`src/rv_consts.svh`:
```
`ifndef RV_CONSTS_SVH
`define RV_CONSTS_SVH

// datapath widths
`define RV_XLEN      32
`define RV_REG_BITS  5
`define RV_NUM_REGS  32

// major opcodes
`define RV_OPC_OP      7'b0110011
`define RV_OPC_OP_IMM  7'b0010011
`define RV_OPC_LUI     7'b0110111

// funct3, shared by OP and OP-IMM
`define RV_F3_ADD   3'b000
`define RV_F3_SLL   3'b001
`define RV_F3_SLT   3'b010
`define RV_F3_SLTU  3'b011
`define RV_F3_XOR   3'b100
`define RV_F3_SR    3'b101
`define RV_F3_OR    3'b110
`define RV_F3_AND   3'b111

// funct7 bit picking SUB over ADD and SRA over SRL
`define RV_F7_ALT_BIT  30

`endif

```
`src/rv_pkg.sv`:
```
`include "rv_consts.svh"

package rv_pkg;

  //////////////////////////////
  // basic widths
  //////////////////////////////

  typedef logic [`RV_XLEN-1:0]     word_t;
  typedef logic [`RV_XLEN-1:0]     instr_t;
  typedef logic [`RV_REG_BITS-1:0] reg_addr_t;

  // alu operations, pass_b carries the LUI immediate through
  typedef enum logic [3:0] {
    ALU_ADD,
    ALU_SUB,
    ALU_SLL,
    ALU_SLT,
    ALU_SLTU,
    ALU_XOR,
    ALU_SRL,
    ALU_SRA,
    ALU_OR,
    ALU_AND,
    ALU_PASS_B
  } alu_op_e;

  //////////////////////////////
  // stage payloads
  //////////////////////////////

  // decode to execute
  typedef struct packed {
    logic      valid;
    alu_op_e   op;
    reg_addr_t rd;
    reg_addr_t rs1;
    reg_addr_t rs2;
    logic      use_imm;
    word_t     imm;
  } decoded_t;

  // execute to writeback, also the retire output
  typedef struct packed {
    logic      valid;
    reg_addr_t rd;
    word_t     data;
  } result_t;

endpackage

```
`src/rv_core.sv`:
```
module rv_core (
  input  logic            clk_i,
  input  logic            reset_i,
  input  logic            instr_valid_i,
  input  rv_pkg::instr_t  instr_i,
  output rv_pkg::result_t retire_o
);

  rv_pkg::decoded_t dec;
  rv_pkg::result_t  exe;
  rv_pkg::word_t    rs1_data;
  rv_pkg::word_t    rs2_data;

  // stage 1, decode
  rv_decode rv_decode_i (
    .clk_i         (clk_i),
    .reset_i       (reset_i),
    .instr_valid_i (instr_valid_i),
    .instr_i       (instr_i),
    .dec_o         (dec)
  );

  // stage 2, operand fetch and alu
  rv_execute rv_execute_i (
    .clk_i      (clk_i),
    .reset_i    (reset_i),
    .dec_i      (dec),
    .rs1_data_i (rs1_data),
    .rs2_data_i (rs2_data),
    .exe_o      (exe)
  );

  // stage 3, register file and retire
  rv_writeback rv_writeback_i (
    .clk_i      (clk_i),
    .reset_i    (reset_i),
    .exe_i      (exe),
    .rs1_addr_i (dec.rs1),
    .rs2_addr_i (dec.rs2),
    .rs1_data_o (rs1_data),
    .rs2_data_o (rs2_data),
    .retire_o   (retire_o)
  );

endmodule

```
`src/rv_decode.sv`:
```
`include "rv_consts.svh"

module rv_decode (
  input  logic             clk_i,
  input  logic             reset_i,
  input  logic             instr_valid_i,
  input  rv_pkg::instr_t   instr_i,
  output rv_pkg::decoded_t dec_o
);

  logic [6:0]       opcode;
  logic [2:0]       funct3;
  logic             alt;
  rv_pkg::alu_op_e  f3_op;
  rv_pkg::decoded_t dec_next;

  assign opcode = instr_i[6:0];
  assign funct3 = instr_i[14:12];
  assign alt    = instr_i[`RV_F7_ALT_BIT];

  //////////////////////////////
  // funct3 to alu op
  //////////////////////////////

  // common to OP and OP-IMM, SUB is handled below
  always_comb begin
    case (funct3)
      `RV_F3_ADD:  f3_op = rv_pkg::ALU_ADD;
      `RV_F3_SLL:  f3_op = rv_pkg::ALU_SLL;
      `RV_F3_SLT:  f3_op = rv_pkg::ALU_SLT;
      `RV_F3_SLTU: f3_op = rv_pkg::ALU_SLTU;
      `RV_F3_XOR:  f3_op = rv_pkg::ALU_XOR;
      `RV_F3_SR:   f3_op = alt ? rv_pkg::ALU_SRA : rv_pkg::ALU_SRL;
      `RV_F3_OR:   f3_op = rv_pkg::ALU_OR;
      `RV_F3_AND:  f3_op = rv_pkg::ALU_AND;
    endcase
  end

  //////////////////////////////
  // field extraction
  //////////////////////////////

  always_comb begin
    // unsupported words fall through as rd 0, imm 0, pass_b
    dec_next         = '0;
    dec_next.valid   = instr_valid_i;
    dec_next.op      = rv_pkg::ALU_PASS_B;
    dec_next.use_imm = 1'b1;

    case (opcode)
      `RV_OPC_OP: begin
        if (funct3 == `RV_F3_ADD && alt) begin
          dec_next.op = rv_pkg::ALU_SUB;
        end else begin
          dec_next.op = f3_op;
        end
        dec_next.rd      = instr_i[11:7];
        dec_next.rs1     = instr_i[19:15];
        dec_next.rs2     = instr_i[24:20];
        dec_next.use_imm = 1'b0;
      end
      `RV_OPC_OP_IMM: begin
        dec_next.op  = f3_op;
        dec_next.rd  = instr_i[11:7];
        dec_next.rs1 = instr_i[19:15];
        // shifts take only the shamt field
        if (funct3 == `RV_F3_SLL || funct3 == `RV_F3_SR) begin
          dec_next.imm = rv_pkg::word_t'(instr_i[24:20]);
        end else begin
          dec_next.imm = {{(`RV_XLEN-12){instr_i[31]}}, instr_i[31:20]};
        end
      end
      `RV_OPC_LUI: begin
        dec_next.rd  = instr_i[11:7];
        dec_next.imm = {instr_i[31:12], 12'b0};
      end
      default: begin
      end
    endcase
  end

  // payload follows every cycle, only valid needs clearing
  always_ff @(posedge clk_i) begin
    dec_o <= dec_next;
    if (reset_i) begin
      dec_o.valid <= 1'b0;
    end
  end

endmodule

```
`src/rv_execute.sv`:
```
module rv_execute (
  input  logic             clk_i,
  input  logic             reset_i,
  input  rv_pkg::decoded_t dec_i,
  input  rv_pkg::word_t    rs1_data_i,
  input  rv_pkg::word_t    rs2_data_i,
  output rv_pkg::result_t  exe_o
);

  logic            fwd_rs1;
  logic            fwd_rs2;
  rv_pkg::word_t   rs1_val;
  rv_pkg::word_t   rs2_val;
  rv_pkg::word_t   op_a;
  rv_pkg::word_t   op_b;
  logic [4:0]      shamt;
  rv_pkg::word_t   alu_result;
  rv_pkg::result_t exe_next;

  //////////////////////////////
  // operand forwarding
  //////////////////////////////

  // older results are already in the register file,
  // so only the instruction sitting in exe_o can be newer
  assign fwd_rs1 = exe_o.valid && (exe_o.rd == dec_i.rs1) && (exe_o.rd != '0);
  assign fwd_rs2 = exe_o.valid && (exe_o.rd == dec_i.rs2) && (exe_o.rd != '0);

  assign rs1_val = fwd_rs1 ? exe_o.data : rs1_data_i;
  assign rs2_val = fwd_rs2 ? exe_o.data : rs2_data_i;

  assign op_a  = rs1_val;
  assign op_b  = dec_i.use_imm ? dec_i.imm : rs2_val;
  assign shamt = op_b[4:0];

  //////////////////////////////
  // alu
  //////////////////////////////

  always_comb begin
    case (dec_i.op)
      rv_pkg::ALU_ADD:    alu_result = op_a + op_b;
      rv_pkg::ALU_SUB:    alu_result = op_a - op_b;
      rv_pkg::ALU_SLL:    alu_result = op_a << shamt;
      rv_pkg::ALU_SLT:    alu_result = rv_pkg::word_t'($signed(op_a) < $signed(op_b));
      rv_pkg::ALU_SLTU:   alu_result = rv_pkg::word_t'(op_a < op_b);
      rv_pkg::ALU_XOR:    alu_result = op_a ^ op_b;
      rv_pkg::ALU_SRL:    alu_result = op_a >> shamt;
      rv_pkg::ALU_SRA:    alu_result = rv_pkg::word_t'($signed(op_a) >>> shamt);
      rv_pkg::ALU_OR:     alu_result = op_a | op_b;
      rv_pkg::ALU_AND:    alu_result = op_a & op_b;
      rv_pkg::ALU_PASS_B: alu_result = op_b;
      default:            alu_result = '0;
    endcase
  end

  always_comb begin
    exe_next.valid = dec_i.valid;
    exe_next.rd    = dec_i.rd;
    exe_next.data  = alu_result;
  end

  // result register, valid cleared on reset
  always_ff @(posedge clk_i) begin
    exe_o <= exe_next;
    if (reset_i) begin
      exe_o.valid <= 1'b0;
    end
  end

endmodule

```
`src/rv_writeback.sv`:
```
`include "rv_consts.svh"

module rv_writeback (
  input  logic               clk_i,
  input  logic               reset_i,
  input  rv_pkg::result_t    exe_i,
  input  rv_pkg::reg_addr_t  rs1_addr_i,
  input  rv_pkg::reg_addr_t  rs2_addr_i,
  output rv_pkg::word_t      rs1_data_o,
  output rv_pkg::word_t      rs2_data_o,
  output rv_pkg::result_t    retire_o
);

  rv_pkg::word_t regs [`RV_NUM_REGS];
  logic          reg_write;

  // x0 is never written
  assign reg_write = exe_i.valid && (exe_i.rd != '0);

  //////////////////////////////
  // register file
  //////////////////////////////

  always_ff @(posedge clk_i) begin
    if (reset_i) begin
      for (int i = 0; i < `RV_NUM_REGS; i++) begin
        regs[i] <= '0;
      end
    end else if (reg_write) begin
      regs[exe_i.rd] <= exe_i.data;
    end
  end

  // async read, x0 forced to zero
  assign rs1_data_o = (rs1_addr_i == '0) ? '0 : regs[rs1_addr_i];
  assign rs2_data_o = (rs2_addr_i == '0) ? '0 : regs[rs2_addr_i];

  //////////////////////////////
  // retire
  //////////////////////////////

  // same edge as the register file write
  always_ff @(posedge clk_i) begin
    retire_o <= exe_i;
    if (reset_i) begin
      retire_o.valid <= 1'b0;
    end
  end

endmodule

```
`config.mk`:
```
export PLATFORM = sky130hd
export DESIGN_NAME = rv_core
export DESIGN_NICKNAME = d
export VERILOG_FILES = /design/src/rv_pkg.sv /design/src/rv_core.sv /design/src/rv_decode.sv /design/src/rv_execute.sv /design/src/rv_writeback.sv
export VERILOG_INCLUDE_DIRS = /design/src
export SDC_FILE = /design/constraint.sdc
export NUM_CORES = 2
export LEC_CHECK = 0
export BUFFER_PORTS_ARGS = -buffer_cell sky130_fd_sc_hd__buf_4
export CAP_MARGIN = 10
export CORE_MARGIN = 5
export CORE_UTILIZATION = 30
export CTS_CLUSTER_DIAMETER = 60
export DETAILED_ROUTE_END_ITERATION = 10
export PLACE_DENSITY = 0.51
export SLEW_MARGIN = 30
export SYNTH_ARGS = -nofsm -noshare
export SYNTH_HDL_FRONTEND = slang
export SYNTH_SLANG_ARGS = --single-unit
```
`constraint.sdc`:
```
create_clock -name clk_i -period 14.21 [get_ports clk_i]
set_input_delay 1.421 -clock clk_i [delete_from_list [all_inputs] [get_ports clk_i]]
set_output_delay 1.421 -clock clk_i [all_outputs]
set_load 0.01 [all_outputs]
```
==> reports/metrics.yaml <==
status:
  status: "finished clean"
floorplan:
  core_um2: 223000
  boundaryPins: 73
  die_w_um: 484
  die_area_um2: 234000
  die_y_um: 484
  initial_core_util_pct: 30.2
  rows: 173
power_and_ir_drop:
  switching_share_pct: 24.0
  peakVddDrop_mv: 0.114
  p_seq_share_pct: 48.6
  leakagePower_nw: 26.5
  switching_power_mw: 1.88
  cellInternalPower_mw: 5.96
  power_density_nw_per_um2: 103
  p_comb_share_pct: 5.5
  clock_power_share_pct: 45.9
timing:
  drv_slew: 0
  clock.fmax_ghz: 0.124
  setup_tns_ns: 0
  rsz0062_at_grt: "false"
  period_minus_slack_ns: 8.05
  skew_ns: 0.0364
  setup_ws_ns: 6.16
  period_share_pct: 56.6
  hold_violations: 0
  final-setup-viol-count: 0
  maxSlewHeadroom_pct: 24.8
  worst_pin_slew_ns: 1.10
final_layout:
  fin_nets: 5357
  area.growth.synth_to_final_pct: 12.7
  final_area_um2: 75800
  drive_gt1_share_pct: 21.3
  layoutNonFillerInstCount: 8322
clocking:
  cts-root-buf: "clkbuf_16"
  cts_tree: "yes"
  post_cts_resized: 0
  insertion_delay_ns: 0.82
  cts.sinks: 1153
  post_cts_buffers: 0
  clk_pin_slew_ns: 0.06
  htree_levels: 4
  cts-hold-fix-buffers: 0
  clockBufferDepth: 3
  cts_buffers: 143
worst_setup_path:
  crit_arrival_ns: 8.73
  reg2reg_slack_ns: 6.16
  slowest_delay_ns: 0.91
  cp-start-kind: "flop"
  reg2regPathDepth: 20
  cp_cell_sequence: "buf_12 > buf_12 > mux4_2 > a22oi_1 > nand3_1 > a31oi_4 > buf_4 > inv_2 > buf_4 > ha_1 > o21bai_1 > a2111oi_1 > o31a_1 > o31a_1 > a21oi_1 > a311oi_1 > o22ai_1 > mux2i_1 > nand4_1 > or3_1"
  worstSetupPathType: "reg2reg"
  cp_max_fo: 77
  cp_data_required_time_ns: 14.90
  critical_path.slowest_cell: "a2111oi_1"
  worstSetupEndpointType: "flop"
routing:
  ant_nets: 0
  drt_first_pass_iters: 6
  drc: 0
  via_per_inst: 5.81
  drtIter0Drc: 6355
  wl_per_cell_um: 33.8
  num_vias: 48389
  wl_mm: 281
logic_synthesis:
  synth_xor_area_share_pct: 0.312
  synth-compound-area-share_pct: 9.49
  syn_avg_cell_area_um2: 12.8
  synth.most_common_cell: "edfxtp_1"
  synth_top_family_by_area: "multiplexers"
  yosys_warnings: 0
  yosys.area.top_type_share_pct: 45.7
  ys_ff_latch: 1153
  yosys.area.top_type: "edfxtp_1"
  synth_mux_area_share_pct: 20.4
  synth_area_um2: 67300
  synth.top_cells.by_count: "edfxtp_1 (1,024), and2_1 (1,018), mux4_2 (446)"
  synthCells: 5278
  synth.area.top_cells: "edfxtp_1 (46%), mux4_2 (15%), and2_1 (9.5%)"
  synth-adder-area-share_pct: 1.96
  synth-edff-count: 1024
  ys.flop_type: "edfxtp_1"
  synthArstFlopShare_pct: 0
  synth-simple-area-share_pct: 14.2
  seq_area_frac_synth_pct: 49.5
  synth.distinct_cells: 97
placement:
  dp_slack_ns: 6.26
  dpl.hpwl_mm: 178
  gp_routability_congestion: 1.01
  numPlacedInstances: 8048
  dpl-instance-area_um2: 71200
  io_buffers: 72
grt:
  grt_pass1_vias: 48212
  grt_use_total_pct: 23.2
  antenna_found_initial: 21
  grt_max_degree: 97
  grt_pass1_wl_mm: 390
  grt_overflow: 0
hold_path:
  hp-class: "reg2reg"
  hold_path_depth: 0
job:
  cap_violations: 0
## metrics by stage
stage | hold WS [ns] | utilization, % | power (mW)
after floorplan | 0.310 | - | 4.10
after global placement | 0.314 | 32.0 | 4.30
after detailed placement | 0.315 | 32.0 | 4.31
after CTS | 0.327 | 34.0 | 7.90
after global routing | 0.329 | 34.0 | 8.05
final | 0.324 | 34.0 | 7.84
## area by class of cell
type | count | area, um2
antenna | 11 | 27.5
clock buffer | 186 | 3920
clock inverter | 77 | 649
fill | 21624 | 147000
inverter | 106 | 398
multi-input combinational | 3542 | 31600
sequential | 1153 | 33400
tap | 2975 | 3720
timing repair buffer | 272 | 2130
## worst paths after layout
| path | from | endpoint |
|---|---|---|
| setup / recovery | rv_writeback_i.rs2_addr_i[0] | rv_execute_i.exe_o[25] |
| hold / removal | rv_decode_i.dec_o[47] | rv_execute_i.exe_o[36] |
| setup reg to reg | rv_writeback_i.rs2_addr_i[0] | rv_execute_i.exe_o[25] |
| hold reg to reg | rv_decode_i.dec_o[47] | rv_execute_i.exe_o[36] |
## placed cells by master, fill, tap and decap left out, types with 15 or more instances in the layout
master / Yosys / final
a31oi_1: 17 / 16
inv_1: 100 / 99
nor2_4: 0 / 30
xnor2_1: 22 / 22
edfxtp_1: 1024 / 1024
clkbuf_1: 337 / 27
o22ai_1: 31 / 31
o221ai_1: 58 / 58
o21ai_0: 120 / 118
and3_1: 15 / 15
nand3_1: 52 / 52
nor2b_1: 32 / 27
clkinv_1: 2 / 25
clkbuf_16: 0 / 146
nor2_1: 218 / 181
and2_1: 1018 / 1016
nand2_1: 208 / 207
dfxtp_1: 129 / 118
mux2i_1: 291 / 291
a21o_1: 43 / 43
buf_4: 42 / 264
nand4_1: 39 / 39
clkinv_2: 0 / 20
o211ai_1: 34 / 34
o22a_1: 33 / 33
a211oi_1: 29 / 28
conb_1: 1 / 32
a22o_1: 20 / 20
mux4_2: 446 / 446
a22oi_1: 79 / 79
mux2_2: 66 / 66
a21oi_1: 166 / 166
a32o_1: 19 / 19
nor3_1: 29 / 27
a221oi_1: 46 / 46
ha_1: 102 / 102
or2_2: 34 / 30
a211o_1: 25 / 25
a221o_1: 29 / 29
## routing by layer
metal	vias to the layer above	part of all wire, %	GRT usage, %	routed length [um]
li1	19952	-	-	-
met1	25302	42	31.8	117000
met2	2639	46	36.6	128000
met3	496	8.9	4.67	25000
met4	0	3.8	8.29	10600
met5	-	0	0	0
## power groups by stage
stage          combinational [mW]  sequential (mW)  clock, mW
6_report                    0.435             3.81       3.60
5_1_grt                     0.450             3.82       3.79
4_1_cts                     0.430             3.81       3.66
3_5_place_dp                0.429             3.88          0
3_3_place_gp                0.427             3.88          0
2_1_floorplan               0.242             3.86          0
## logic make-up after synthesis
logic type      count (synthesis)
buf+inv                       614
flops                        1153
simple gates                 1703
fa+ha+maj                     104
compound gates                875
mux                           804
xor+xnor                       24
other cells                     1
## registers in the layout, summed over array words and instances, names as in the netlist
name,cells
rv_writeback_i.regs,1024
rv_execute_i.exe_o,38
rv_writeback_i.rs1_addr_i,5
rv_decode_i.dec_o,43
rv_writeback_i.rs2_addr_i,5
rv_writeback_i.retire_o,38
## critical path: cells and delay by family (launching register included)
family	cells	cell delay (ns)
AO/OA/AOI/OAI	9	3.11
adder cells (fa/ha/maj)	1	0.35
buffers and inverters	5	1.79
flip-flops	1	0.79
multiplexers	2	0.77
AND/OR/NAND/NOR	3	0.73
Note: power is estimated with default switching activity, not from simulation.
